$ cat src/hdl/fetch_pkg.sv
`default_nettype none

// Shared definitions for the fetch stage
package fetch_pkg;

  // Instruction, address and memory data width
  localparam int WORD_WIDTH = 32;

  // Unconditional relative jump opcode
  localparam logic [6:0] OPC_JUMP = 7'b110_1111;

  // First fetch address after reset, word aligned
  localparam logic [WORD_WIDTH-1:0] RESET_PC = 32'h0000_0040;

  // One instruction word seen in two formats
  // Opcode sits in the top seven bits of both views
  typedef union packed {
    // Register to register format
    struct packed {
      logic [6:0] opcode;
      logic [4:0] rd;
      logic [4:0] rs1;
      logic [4:0] rs2;
      logic [9:0] funct;
    } alu_fmt;
    // Relative jump, offset counted in words
    struct packed {
      logic [6:0]         opcode;
      logic signed [24:0] offset;
    } jump_fmt;
  } fetch_word_u;

endpackage

`default_nettype wire

$ cat src/hdl/fetch_ctrl.sv
`timescale 1ns/1ps
`default_nettype none

module fetch_ctrl (
  input  logic clk,
  input  logic rst,
  input  logic hit,
  input  logic stall,
  input  logic mem_valid,
  output logic advance,
  output logic fill_req,
  output logic fill_done
);

  // State encodings
  localparam logic [1:0] LOOKUP    = 2'd0;
  localparam logic [1:0] REQUEST   = 2'd1;
  localparam logic [1:0] WAIT_FILL = 2'd2;

  logic [1:0] state;
  logic [1:0] state_next;

  // Next state logic
  always_comb
  begin
    state_next = state;
    case (state)
      LOOKUP:
      begin
        // Miss only starts a fill when the stage is not frozen
        if (!hit && !stall)
        begin
          state_next = REQUEST;
        end
      end
      REQUEST:
      begin
        // Request lives for exactly one cycle
        state_next = WAIT_FILL;
      end
      WAIT_FILL:
      begin
        // Fill completes even under stall
        if (mem_valid)
        begin
          state_next = LOOKUP;
        end
      end
      default:
      begin
        state_next = LOOKUP;
      end
    endcase
  end

  // State register
  always_ff @(posedge clk)
  begin
    if (rst)
    begin
      state <= LOOKUP;
    end
    else
    begin
      state <= state_next;
    end
  end

  // Move on only with a hit and no hazard
  assign advance = (state == LOOKUP) && hit && !stall;

  // Single cycle strobe toward memory
  assign fill_req = (state == REQUEST);

  // Line write strobe for the cache
  assign fill_done = (state == WAIT_FILL) && mem_valid;

endmodule

`default_nettype wire

$ cat src/hdl/pc_counter.sv
`timescale 1ns/1ps
`default_nettype none

module pc_counter (
  input  logic                           clk,
  input  logic                           rst,
  input  logic                           advance,
  input  logic [fetch_pkg::WORD_WIDTH-1:0] word,
  output logic [fetch_pkg::WORD_WIDTH-1:0] pc
);

  import fetch_pkg::*;

  fetch_word_u            decoded;
  logic                   is_jump;
  logic [WORD_WIDTH-1:0]  jump_step;
  logic [WORD_WIDTH-1:0]  pc_next;

  // Predecode the word just fetched
  assign decoded = word;
  assign is_jump = (decoded.jump_fmt.opcode == OPC_JUMP);

  // Sign extend the word offset and scale to bytes
  assign jump_step = {{(WORD_WIDTH-27){decoded.jump_fmt.offset[24]}},
                      decoded.jump_fmt.offset, 2'b00};

  // Jump redirect or plain sequential step
  assign pc_next = is_jump ? (pc + jump_step) : (pc + 32'd4);

  always_ff @(posedge clk)
  begin
    if (rst)
    begin
      pc <= RESET_PC;
    end
    else if (advance)
    begin
      pc <= pc_next;
    end
  end

endmodule

`default_nettype wire

$ cat src/hdl/icache.sv
`timescale 1ns/1ps
`default_nettype none

module icache #(
  parameter int LINES = 8
) (
  input  logic                           clk,
  input  logic                           rst,
  input  logic [fetch_pkg::WORD_WIDTH-1:0] pc,
  input  logic                           fill_done,
  input  logic [fetch_pkg::WORD_WIDTH-1:0] mem_data,
  output logic                           hit,
  output logic [fetch_pkg::WORD_WIDTH-1:0] hit_word
);

  import fetch_pkg::*;

  // Address split, byte offset then index then tag
  // LINES is a power of two, at least two
  localparam int OFFSET_BITS = 2;
  localparam int INDEX_BITS  = $clog2(LINES);
  localparam int TAG_BITS    = WORD_WIDTH - INDEX_BITS - OFFSET_BITS;

  // One word per line
  logic [WORD_WIDTH-1:0] data_array [LINES];
  logic [TAG_BITS-1:0]   tag_array  [LINES];
  logic [LINES-1:0]      valid_bits;

  logic [INDEX_BITS-1:0] index;
  logic [TAG_BITS-1:0]   tag;

  // Word address bits pick the line
  assign index = pc[OFFSET_BITS +: INDEX_BITS];

  // Remaining upper bits identify the word
  assign tag = pc[WORD_WIDTH-1 -: TAG_BITS];

  // Combinational lookup
  assign hit      = valid_bits[index] && (tag_array[index] == tag);
  assign hit_word = data_array[index];

  // Valid bits, cleared so nothing hits after reset
  always_ff @(posedge clk)
  begin
    if (rst)
    begin
      valid_bits <= '0;
    end
    else if (fill_done)
    begin
      valid_bits[index] <= 1'b1;
    end
  end

  // Data and tag storage
  // pc holds still for the whole fill, so index and tag match the request
  always_ff @(posedge clk)
  begin
    if (fill_done)
    begin
      data_array[index] <= mem_data;
      tag_array[index]  <= tag;
    end
  end

endmodule

`default_nettype wire

$ cat src/hdl/fetch_registers.sv
`timescale 1ns/1ps
`default_nettype none

module fetch_registers (
  input  logic                           clk,
  input  logic                           rst,
  input  logic                           advance,
  input  logic [fetch_pkg::WORD_WIDTH-1:0] pc,
  input  logic [fetch_pkg::WORD_WIDTH-1:0] instruction_in,
  output logic [fetch_pkg::WORD_WIDTH-1:0] instruction_out,
  output logic [fetch_pkg::WORD_WIDTH-1:0] rm0_out,
  output logic                           active_out
);

  // Instruction and its address toward decode
  always_ff @(posedge clk)
  begin
    if (rst)
    begin
      instruction_out <= '0;
      rm0_out         <= '0;
    end
    else if (advance)
    begin
      instruction_out <= instruction_in;
      rm0_out         <= pc;
    end
  end

  // High only in the cycle after a capture
  // Held outputs stay put while this is low
  always_ff @(posedge clk)
  begin
    if (rst)
    begin
      active_out <= 1'b0;
    end
    else
    begin
      active_out <= advance;
    end
  end

endmodule

`default_nettype wire

$ cat src/hdl/fetch_unit.sv
`timescale 1ns/1ps
`default_nettype none

module fetch_unit #(
  parameter int LINES = 8
) (
  input  logic                           clk,
  input  logic                           rst,
  input  logic                           stall,
  input  logic                           mem_valid,
  input  logic [fetch_pkg::WORD_WIDTH-1:0] mem_data,
  output logic                           mem_req,
  output logic [fetch_pkg::WORD_WIDTH-1:0] mem_addr,
  output logic [fetch_pkg::WORD_WIDTH-1:0] instruction_out,
  output logic [fetch_pkg::WORD_WIDTH-1:0] rm0_out,
  output logic                           active_out
);

  import fetch_pkg::*;

  // Internal nets
  logic [WORD_WIDTH-1:0] pc;
  logic [WORD_WIDTH-1:0] hit_word;
  logic                  hit;
  logic                  advance;
  logic                  fill_done;

  // Miss fetches the word at the current pc
  assign mem_addr = pc;

  // Sequencing of lookup, fill and stall
  fetch_ctrl u_ctrl (
    .clk       (clk),
    .rst       (rst),
    .hit       (hit),
    .stall     (stall),
    .mem_valid (mem_valid),
    .advance   (advance),
    .fill_req  (mem_req),
    .fill_done (fill_done)
  );

  // Next address, predecodes the hit word for jumps
  pc_counter u_pc (
    .clk     (clk),
    .rst     (rst),
    .advance (advance),
    .word    (hit_word),
    .pc      (pc)
  );

  icache #(
    .LINES (LINES)
  ) u_icache (
    .clk       (clk),
    .rst       (rst),
    .pc        (pc),
    .fill_done (fill_done),
    .mem_data  (mem_data),
    .hit       (hit),
    .hit_word  (hit_word)
  );

  // Hand off to decode
  fetch_registers u_regs (
    .clk             (clk),
    .rst             (rst),
    .advance         (advance),
    .pc              (pc),
    .instruction_in  (hit_word),
    .instruction_out (instruction_out),
    .rm0_out         (rm0_out),
    .active_out      (active_out)
  );

endmodule

`default_nettype wire

$ cat config.mk
export PLATFORM = sky130hd
export DESIGN_NAME = fetch_unit
export DESIGN_NICKNAME = d
export VERILOG_FILES = /design/src/hdl/fetch_pkg.sv /design/src/hdl/fetch_ctrl.sv /design/src/hdl/pc_counter.sv /design/src/hdl/icache.sv /design/src/hdl/fetch_registers.sv /design/src/hdl/fetch_unit.sv
export SDC_FILE = /design/constraint.sdc
export NUM_CORES = 1
export LEC_CHECK = 0
export ABC_AREA = 1
export CORE_AREA = 3 3 215 217
export DETAILED_ROUTE_END_ITERATION = 8
export DIE_AREA = 0 0 218 220
export DONT_BUFFER_PORTS = 1
export PLACE_DENSITY = 0.76
export SLEW_MARGIN = 20
export SYNTH_ARGS = -nofsm -noshare
export SYNTH_HDL_FRONTEND = slang
export SYNTH_HIERARCHICAL = 1
export SYNTH_SLANG_ARGS = --single-unit
$ cat constraint.sdc
create_clock -name clk -period 3.95 [get_ports clk]
set_input_delay 0.395 -clock clk [delete_from_list [all_inputs] [get_ports clk]]
set_output_delay 0.395 -clock clk [all_outputs]
set_load 0.01 [all_outputs]
Word-level counts from Yosys, hierarchy flattened
Memories as Yosys holds them, arrays and structs flattened. A register that Yosys moved wholly into a read port is not among the register bits.
Cells that the tools add are included.
{"block": "word_totals", "ff_bits": 107, "mem_bits_rw": 472, "inputBits": 36, "output_inout_bits": 98, "elab_cells": 43, "memories": 2}
{"memory": "u_icache.data_array", "depth": 8, "word_bits": 32, "read_ports": 1, "rd_clocked_by_memory_dff": 1, "wr": 1, "line": "icache.sv:25", "text": "logic [WORD_WIDTH-1:0] data_array [LINES];"}
{"memory": "u_icache.tag_array", "depth": 8, "word_bits": 27, "read_ports": 1, "rd_clocked_by_memory_dff": 1, "wr": 1, "line": "icache.sv:26", "text": "logic [TAG_BITS-1:0] tag_array [LINES];"}
{"block": "classes", "add_sub_neg": 2, "n_lt_le_gt_ge": 2, "n_eq_ne": 6, "n_mux": 14, "bitwise_logic": 1, "reduce_logical": 10}
{"op": "$add 32x3->32 const B", "count": 1}
{"op": "$add 32x32->32", "count": 1}
{"op": "$mux 32", "count": 1}
{"op": "$eq 27x27->1", "count": 1}
{"op": "$mux 3", "count": 4}
{"op": "$or 8x8->8", "count": 1}
{"op": "$eq 7x7->1 const B", "count": 1}
{"op": "$logic_and 1x1->1", "count": 6}
{"op": "$pmux 2 s3", "count": 1}
{"op": "$lt 3x4->1 const B", "count": 1}
{"op": "$mux 1", "count": 4}
{"op": "$mux 2", "count": 2}
{"op": "$bmux 1 s3", "count": 1}
{"op": "$demux 1 s3", "count": 1}
{"op": "$ge 3x1->1 const B", "count": 1}
{"op": "$eq 2x1->1 const B", "count": 1}
{"op": "$eq 2x2->1 const B", "count": 1}
{"op": "$logic_not 1->1", "count": 2}
{"op": "$logic_not 2->1", "count": 1}
{"op": "$ne 2x1->1 const B", "count": 1}
{"op": "$ne 2x2->1 const B", "count": 1}
{"op": "$reduce_and 2->1", "count": 1}

Depth between registers and ports, before layout
Gate-level depths: netlist of run 1.
{"block": "logic_depth", "word_depth": 7, "mapped_depth": 28, "ltp_nobuf": 25}

By module
The synthesis of run 1 kept the hierarchy.
{"mod": "icache", "n_inst": 1, "cells_each": 1583, "area_per_inst_um2": 19301.0}
{"mod": "pc_counter", "n_inst": 1, "cells_each": 678, "area_per_inst_um2": 3677.3}
{"mod": "fetch_registers", "n_inst": 1, "cells_each": 408, "area_per_inst_um2": 2646.3}
{"mod": "fetch_ctrl", "n_inst": 1, "cells_each": 16, "area_per_inst_um2": 102.6}

Worst setup path after synthesis of run 1
No wires, ideal clock.
{"block": "synth_path", "kind": "flip-flop to flip-flop", "start": "reg u_pc/pc[3] (netlist bit)", "end": "mem u_icache.data_array[2][0] (enable)", "arrival_time_ns": 3.806, "required_time_ns": 3.472, "path_slack_ns": -0.334, "path_stages_with_launch": 8, "synth_period_minus_slack_ns": 4.284, "cell_sequence": "dfxtp_1 -> buf_4 -> inv_2 -> nor2_4 -> buf_2 -> buf_1 -> inv_1 -> nor2_1"}
{"element": "from (decl)", "line": "pc_counter.sv:9", "text": "output logic [fetch_pkg::WORD_WIDTH-1:0] pc"}
{"element": "from (signal assigned)", "line": "pc_counter.sv:38", "text": "pc <= pc_next;"}
{"element": "to (decl)", "line": "icache.sv:25"}
Straight into the memory's write port.

Final worst setup path of run 1
{"block": "layout_path", "start": "reg u_pc/pc[3] (netlist bit)", "end": "reg u_pc/pc[21] (netlist bit)"}
{"block": "layout_between", "elab_chain_cells": 5, "elab_cells_between_ends": 8, "cone_classes": "2 x add/sub; 3 x mux; 3 x reduce/logical"}
{"element": "parallel branches: the longest is 5 deep, another holds $add 32x3->32"}
Parallel ways; which one is timed is not known. The select of a mux whose other input is x is not followed.
A chain may end at the register's enable or synchronous reset.

==> summary.md, run 1 <==
| Metric | Value |
|---|---|
| Initial core utilization | `0.581` |
| Final Skew | `0.0281 ns` |
| Longest Clk Path Bufs | `3` |
| Number of global-route vias before repair | `18600` |
| Hold wc startpoint | `stall` |
| Row Count | `77` |
| Initial antenna violation count | `1` |
| Slew HR | `0.490` |
| Least-Margin Pin Slew | `0.764 ns` |
| Period utilisation layout | `0.950` |
| Layout Cells excl Fill | `3399` |
| Crit-path slowest cell | `a221oi_1` |
| Worst setup path class | `flip-flop to flip-flop` |
| Sink Count | `577` |
| Sequential share of the synthesized area | `0.633` |
| Worst VDD drop | `0.502 mV` |
| CP Cell Sequence | `inv_2 > nand2_2 > nor2_4 > a221oi_1 > o221ai_2 > and3_1 > nand2_1 > buf_12 > nor2_1 > ha_1 > nand2_2 > nor2_2 > nand3_1 > nand3_2 > nand3_1 > nand3_1 > nand3_1 > nand2_1 > inv_1` |
| Die area | `48000 µm²` |
| Synth unique cells | `42` |
| Critical path endpoint category | `flip-flop` |
| Vias | `18900` |
| Multi-input logic area | `7450 µm²` |
| Pwr Total | `12.1 mW` |
| R2r startpoint | `u_pc/pc[3]$_SDFFE_PP0P_` |
| Drt initial violations | `1897` |
| Routed length per instance | `19.9 µm` |
| # setup viols final | `0` |
| Minimum clock period | `3.75 ns` |
| Placed cells | `3251` |
| Max Freq | `267 MHz` |
| Largest net degree at the start of global routing | `100` |
| Vias/cell | `5.55` |
| Worst setup SP type | `flip-flop` |
| Drt pass-1 iters | `6` |
| Post-synth EDFFs | `472` |
| Total CTS buffers | `57` |
| CORE AREA | `44300 µm²` |
| Layout cells sized above 1 | `0.0884` |
| First-pass GRT wire length | `103000 µm` |
| Hold Path Class | `input port to flip-flop` |
| DR DRC count | `0` |
| Min Hold Slack | `0.0450 ns` |
| Buffers on Ports | `0` |
| Worst EP required | `4.45 ns` |
| Outcome | `complete, no violations` |
| CTS tree | `yes` |
| Max_cap viols | `0` |
| Critical path origin | `u_pc/pc[3]$_SDFFE_PP0P_` |
| Dpl hpwl | `42300 µm` |
| Die H | `220 µm` |
| Final hold vios | `0` |
| Crit path DAT | `4.25 ns` |
| DRT antenna net count | `0` |
| Peak per-stage delay on the critical path | `0.42 ns` |
| H-tree depth | `2` |
| Fin util | `0.656` |
| Fraction of registers with async set/reset | `0` |
| Synth Instances | `2685` |
| Post-synthesis xor/xnor area fraction | `0.00409` |
| Root Buffer | `clkbuf_16` |
| Yosys warning count | `6` |
| P&R area growth vs syn | `13.0%` |
| # IOs | `134` |
| Reg clk slew, reported paths | `0.06 ns` |
| Post-synthesis compound-gate area fraction | `0.0590` |
| Post-synth top flop | `edfxtp_1` |
| Average footprint of a synthesized cell | `9.58 µm²` |
| Largest delay contributor family on the critical path | `simple AND/OR/NAND/NOR gates` |
| All-Layer GR Usage | `0.281` |
| Pwr/cell area | `415 nW/µm²` |
| Post-route cell area | `29100 µm²` |
| NumNets Final | `2823` |
| Mapped cell area | `25700 µm²` |
| RD Place Congestion | `1.01` |
| CP max FO | `25` |
| Static leakage power | `11.8 nW` |
| Seq. cell area | `16300 µm²` |
| Crit-path most repeated cell | `nand3_1` |
| Fill cell total of the finished layout | `3365` |
| Yosys reg bits | `577` |
| Synth Area in Adders | `0.0149` |
| Overflow after GRT | `0` |
| Post-synthesis mux area share | `0` |
| Largest family of logic cells by synthesized area | `simple AND/OR/NAND/NOR gates` |
| Worst skew pair latency | `0.63 ns` |
| Placed Instance Area | `26800 µm²` |
| Critical path buffers and inverters | `3` |
| Slew Limit Fails | `0` |
| Die W | `218 µm` |
| Post-Route WL | `67800 µm` |
| Simple-gate share of the synthesized area | `0.207` |
## synth_stat cells (12+ instances only)
cell,count,share of area
o221ai_1,31,0.011
buf_4,22,0.0064
edfxtp_1,472,0.55
ha_1,29,0.014
nand3_1,130,0.025
a221oi_1,31,0.011
nor2_1,468,0.068
or2_2,13,0.0032
o21ai_0,102,0.020
nand2_1,640,0.093
o21bai_1,22,0.0064
nand2_2,12,0.0029
clkbuf_1,36,0.0053
dfxtp_1,105,0.082
inv_1,403,0.059
buf_2,40,0.0078
nor3_1,17,0.0033
a21oi_1,22,0.0043
## placed cells by master, fill, tap and decap left out, types with 6 or more instances in the layout
| master | count |
|---|---|
| nand2_1 | 638 |
| edfxtp_1 | 472 |
| nor2_1 | 457 |
| inv_1 | 401 |
| nand3_1 | 130 |
| dfxtp_1 | 104 |
| o21ai_0 | 101 |
| buf_4 | 67 |
| clkbuf_16 | 58 |
| dlygate4sd3_1 | 34 |
| a221oi_1 | 31 |
| o221ai_1 | 30 |
| ha_1 | 29 |
| a21oi_1 | 22 |
| o21bai_1 | 22 |
| clkbuf_1 | 18 |
| nor2_4 | 17 |
| nor3_1 | 17 |
| buf_12 | 16 |
| nand2_2 | 13 |
| or2_2 | 13 |
| clkinv_2 | 11 |
| o21ai_1 | 11 |
| o211ai_1 | 10 |
| xor2_1 | 10 |
| nor2_2 | 9 |
| clkbuf_8 | 6 |
| inv_2 | 6 |
## state kept, by name, summed over array words and instances (netlist names)
signal	cells
u_regs/rm0_out	32
u_icache/tag_array	216
u_regs/instruction_out	32
u_regs/active_out	1
u_pc/pc	30
u_ctrl/state	2
u_icache/valid_bits	8
u_icache/data_array	256
## layer usage
layer	GRT usage	vias to the layer above	part of all wire
met5	0	-	0
met4	0.115	0	0.033
met3	0.0412	139	0.078
met2	0.485	815	0.49
met1	0.359	9092	0.40
li1	-	8834	-
## power by group
group,switching [mW],internal [mW],total (mW)
clock network,2.26,3.09,5.35
registers,0.00404,6.54,6.55
logic,0.108,0.0523,0.161
total,2.38,9.68,12.1
## area by class of cell
type	count	share of cell area
Antenna cell	1	0.0000861
Tap cell	592	0.0255
Multi-Input combinational cell	1592	0.256
Clock inverter	26	0.00904
Clock buffer	82	0.0551
Sequential cell	577	0.560
Timing Repair Buffer	119	0.0408
Inverter	410	0.0533
## worst register-to-register path, cell delays in order, from the launching register on
cell,delay (ns)
dfxtp_1,0.36
inv_2,0.08
nand2_2,0.19
nor2_4,0.12
a221oi_1,0.42
o221ai_2,0.22
and3_1,0.21
nand2_1,0.15
buf_12,0.20
nor2_1,0.09
ha_1,0.41
nand2_2,0.14
nor2_2,0.28
nand3_1,0.14
nand3_2,0.18
nand3_1,0.12
nand3_1,0.09
nand3_1,0.10
nand2_1,0.08
inv_1,0.07
## metrics by stage
| step | setup TNS, ns | setup slack, ns |
|---|---|---|
| global route | -0.0727 | -0.0254 |
| finish | 0 | 0.199 |
| floorplan | -62.94 | -0.333 |
| global placement | 0 | 0.104 |
| CTS | 0 | 0.0250 |
| detailed placement | 0 | 0.0750 |
## cell families (layout without fill, tap and decap cells)
group / Yosys count / in the layout
AOI/OAI and AO/OA: 235 / 235
xor gates and xnor gates: 12 / 12
adders and majority gates: 30 / 30
buffers and inverters: 517 / 637
DFF: 577 / 577
other: 1 / 3
and+or+nand+nor: 1313 / 1313
## worst paths after layout
| path | endpoint | slack, ns | cells after the start |
|---|---|---|---|
| max | u_pc/pc[21]$_SDFFE_PP0P_ | 0.20 | 19 |
| min reg2reg | u_icache/valid_bits[6]$_SDFFE_PP0P_ | 0.49 | 2 |
| max reg2reg | u_pc/pc[21]$_SDFFE_PP0P_ | 0.20 | 19 |
| min | u_ctrl/state[0]$_SDFFE_PP0P_ | 0.05 | 3 |
## timing repair
action	in CTS	in global routing
resized for setup	0	13
hold endpoints to repair	294	0
setup buffers	0	4
setup endpoints to repair	0	30
hold buffers	35	0
Note: power is estimated with default switching activity, not from simulation.
==> run 2: changes to the inputs <==
--- a/config.mk
+++ b/config.mk
@@ -6,13 +6,12 @@
 export NUM_CORES = 1
 export LEC_CHECK = 0
 export ABC_AREA = 1
-export CORE_AREA = 3 3 215 217
+export CORE_AREA = 3 3 214 216
 export DETAILED_ROUTE_END_ITERATION = 8
-export DIE_AREA = 0 0 218 220
+export DIE_AREA = 0 0 217 219
 export DONT_BUFFER_PORTS = 1
-export PLACE_DENSITY = 0.76
+export PLACE_DENSITY = 0.75
 export SLEW_MARGIN = 20
 export SYNTH_ARGS = -nofsm -noshare
 export SYNTH_HDL_FRONTEND = slang
-export SYNTH_HIERARCHICAL = 1
 export SYNTH_SLANG_ARGS = --single-unit
==> summary.md, run 2 <==
| Metric | Value |
|---|---|
| Clock power frac | `0.441 (was 0.444)` |
| Mapped cell area | `25000 µm² (was 25700 µm²)` |
| Worst skew pair latency | `0.62 ns (was 0.63 ns)` |
| Post-synth top flop | `edfxtp_1 (unchanged)` |
| Worst VDD drop | `0.509 mV (was 0.502 mV)` |
| Int Power | `9.63 mW (was 9.68 mW)` |
| NumNets Final | `2653 (was 2823)` |
| First-pass GRT wire length | `96800 µm (was 103000 µm)` |
| Psw | `2.36 mW (was 2.38 mW)` |
| Slew Limit Fails | `0 (unchanged)` |
| DRT antenna net count | `0 (unchanged)` |
| Drt pass-1 iters | `6 (unchanged)` |
| Yosys top cell area share | `0.567 (was 0.551)` |
| Average footprint of a synthesized cell | `9.95 µm² (was 9.58 µm²)` |
| Top reg by flops | `u_icache.data_array (was u_icache/data_array)` |
| Root Buffer | `clkbuf_16 (unchanged)` |
| RD Place Congestion | `0.920 (was 1.01)` |
| CTS tree | `yes (unchanged)` |
| H-tree depth | `2 (unchanged)` |
| Crit path setup slack, layout | `0.192 ns (was 0.199 ns)` |
| Yosys reg bits | `578 (was 577)` |
| Post-Route Setup TNS | `0 ns (unchanged)` |
| Sequential power share | `0.547 (was 0.543)` |
| Number of global-route vias before repair | `17700 (was 18600)` |
| Crit path DAT | `4.25 ns (about the same)` |
| Sw frac | `0.197 (about the same)` |
| Routed length per instance | `19.3 µm (was 19.9 µm)` |
| Crit Reg-Reg Endpoint | `u_pc.pc[24]$_SDFFE_PP0P_ (was u_pc/pc[21]$_SDFFE_PP0P_)` |
| Vias/cell | `5.65 (was 5.55)` |
| Longest Clk Path Bufs | `3 (unchanged)` |
| Fill cell total of the finished layout | `3395 (was 3365)` |
| Total CTS buffers | `56 (was 57)` |
| Hold Path Class | `input port to flip-flop (unchanged)` |
| Synth unique cells | `36 (was 42)` |
| Worst EP required | `4.45 ns (about the same)` |
| Comb pwr share | `0.012 (was 0.013)` |
| Initial antenna violation count | `2 (was 1)` |
| Hold wc startpoint | `stall (unchanged)` |
| Worst Reg-to-Reg Cells | `23 (was 19)` |
| Worst hold path stage count | `3 (unchanged)` |
| # setup viols final | `0 (unchanged)` |
| Slew HR | `0.280 (was 0.490)` |
| Pwr/cell area | `422 nW/µm² (was 415 nW/µm²)` |
| Static leakage power | `11.6 nW (was 11.8 nW)` |
| Worst setup path class | `flip-flop to flip-flop (unchanged)` |
| Layout cells sized above 1 | `0.0854 (was 0.0884)` |
| Least-Margin Pin Slew | `1.08 ns (was 0.764 ns)` |
| Max FFs per register | `256 (unchanged)` |
| Post-synth EDFFs | `472 (unchanged)` |
| Synth area leader | `edfxtp_1 (unchanged)` |
| P&R area growth vs syn | `13.6% (was 13.0%)` |
| # IOs | `134 (unchanged)` |
| Largest net degree at the start of global routing | `114 (was 100)` |
| Critical path endpoint category | `flip-flop (unchanged)` |
| Period utilisation layout | `0.951 (was 0.950)` |
| Die area | `47500 µm² (was 48000 µm²)` |
| Hold EP | `u_ctrl.state[0]$_SDFFE_PP0P_ (was u_ctrl/state[0]$_SDFFE_PP0P_)` |
| Pre-CTS setup slack | `0.0625 ns (was 0.0750 ns)` |
| Top Registers | `u_icache.data_array x256, u_icache.tag_array x216, u_regs.instruction_out x32 (was u_icache/data_array x256, u_icache/tag_array x216)` |
| Minimum clock period | `3.76 ns (was 3.75 ns)` |
| Outcome | `complete, no violations (unchanged)` |
| Yosys warning count | `0 (was 6)` |
| Drt initial violations | `1877 (was 1897)` |
| Die W | `217 µm (was 218 µm)` |
| CP max FO | `9 (was 25)` |
| Initial core utilization | `0.567 (was 0.581)` |
| Synth Instances | `2514 (was 2685)` |
| RSZ-0062 raised after global routing | `true` |
| DR DRC count | `0 (unchanged)` |
| Final Skew | `0.0320 ns (was 0.0281 ns)` |
| Die H | `219 µm (was 220 µm)` |
| Reg clk slew, reported paths | `0.06 ns (about the same)` |
| Sink Count | `578 (was 577)` |
| Most frequent cell after synthesis | `nand2_1 (unchanged)` |
| Final hold vios | `0 (unchanged)` |
| Sequential share of the synthesized area | `0.651 (was 0.633)` |
| Buffers on Ports | `0 (unchanged)` |
| Overflow after GRT | `0 (unchanged)` |
| Synth top area cells | `edfxtp_1, nand2_1, dfxtp_1 (unchanged)` |
| Fraction of registers with async set/reset | `0 (unchanged)` |
| Top cells by count, synth | `nand2_1, edfxtp_1, nor2_1 (unchanged)` |
| Worst setup SP type | `flip-flop (unchanged)` |
| Dpl hpwl | `36900 µm (was 42300 µm)` |
| Max Freq | `266 MHz (was 267 MHz)` |
| Row Count | `77 (unchanged)` |
| CORE AREA | `44100 µm² (was 44300 µm²)` |
| Reg2Reg Setup Slack | `0.19 ns (was 0.20 ns)` |
| Most frequent cells in the layout | `nand2_1, edfxtp_1, nor2_1 (unchanged)` |
| All-Layer GR Usage | `0.260 (was 0.281)` |
| Max_cap viols | `0 (unchanged)` |
| Vias | `18200 (was 18900)` |
| Post-Route WL | `62300 µm (was 67800 µm)` |
| Most common cell after layout, fill and taps aside | `nand2_1 (unchanged)` |
run 2: cell types whose count changed after synthesis, moves of 15 or more:
| cell | before | now |
|---|---|---|
| a21oi_1 | 22 | 85 |
| a221oi_1 | 31 | 0 |
| a32o_1 | 0 | 44 |
| clkbuf_1 | 36 | 51 |
| inv_1 | 403 | 216 |
| nand2_1 | 640 | 722 |
| nand3_1 | 130 | 154 |
| nor2_1 | 468 | 344 |
| o21ai_0 | 102 | 132 |
| o21bai_1 | 22 | 7 |
| o221ai_1 | 31 | 1 |
run 2: layout make-up:
type                            instances  area (µm²)  area share
Multi-Input combinational cell       1591        7370       0.259
Inverter                              220         836      0.0294
Tap cell                              592         741      0.0261
Clock inverter                         33         323      0.0114
Clock buffer                           72        1500      0.0528
Antenna cell                            2        5.00    0.000176
Sequential cell                       578       16300       0.574
Timing Repair Buffer                  140        1340      0.0472
run 2: worst max path at each step:
stage | endpoint | cells past startpoint
finish | u_pc.pc[24]$_SDFFE_PP0P_ | 23
global route | u_pc.pc[28]$_SDFFE_PP0P_ | 30
CTS | u_pc.pc[24]$_SDFFE_PP0P_ | 21
detailed placement | u_pc.pc[24]$_SDFFE_PP0P_ | 21
global placement | u_pc.pc[24]$_SDFFE_PP0P_ | 21
floorplan | u_icache.data_array[7][0]$_DFFE_PP_ | 3
run 2: stage by stage:
stage	std cells	instance area (µm²)	utilization	power [mW]	hold WS, ns
floorplan	2517	25000	-	6.75	0.441
global placement	3083	26100	0.592	6.77	0.452
detailed placement	3083	26100	0.592	6.78	0.459
CTS	3222	28300	0.641	12.1	0.0333
global route	3228	28400	0.644	12.3	0.0657
finish	3228	28400	0.644	12.0	0.0704
run 2: what timing repair did:
| item | CTS | global route |
|---|---|---|
| gates resized for setup | 1 | 23 |
| hold endpoints to repair | 265 | 0 |
| pin swaps | 0 | 3 |
| endpoints found under the setup margin | 1 | 16 |
| hold buffers | 34 | 0 |
| buffers inserted | 0 | 4 |
run 2: logic make-up (layout without fill, tap and decap cells):
logic type / after synthesis / count (layout) / synth area share
adders and majority gates: 30 / 30 / 0.0153
DFF: 578 / 578 / 0.651
AOI/OAI and AO/OA: 292 / 292 / 0.0696
xor gates and xnor gates: 21 / 21 / 0.00735
other: 1 / 6 / 0.000150
buffers and inverters: 348 / 465 / 0.0591
and+or+nand+nor: 1244 / 1244 / 0.197
run 2: routing by layer:
layer / vias up / global-route usage / part of all wire
met5: - / 0 / 0
met4: 0 / 0.103 / 0.035
met3: 157 / 0.0446 / 0.089
met2: 904 / 0.429 / 0.48
met1: 8661 / 0.345 / 0.40
li1: 8526 / - / -
run 2: power by group through the flow:
stage	Sequential (mW)	Clock, mW	Combinational [mW]
after CTS	6.56	5.36	0.146
after floorplan	6.69	0	0.0600
final	6.56	5.29	0.147
after detailed placement	6.69	0	0.0865
after global routing	6.55	5.61	0.162
after global placement	6.69	0	0.0849
run 2: worst max-delay path, stage by stage, from the launching register on:
cell	delay, ns
dfxtp_4	0.38
buf_4	0.19
nor2_1	0.14
nor2_1	0.05
o21ai_0	0.07
nand2_1	0.07
nand2_1	0.06
nand2_1	0.07
nor2_1	0.13
nand2_1	0.09
nor2_2	0.20
nand3_1	0.11
ha_1	0.23
fa_1	0.44
a21oi_1	0.19
o21ai_0	0.13
a21boi_1	0.26
o21bai_1	0.14
a21boi_1	0.18
buf_4	0.14
o21bai_1	0.07
xor2_1	0.15
nor2_1	0.09
nor2_1	0.05
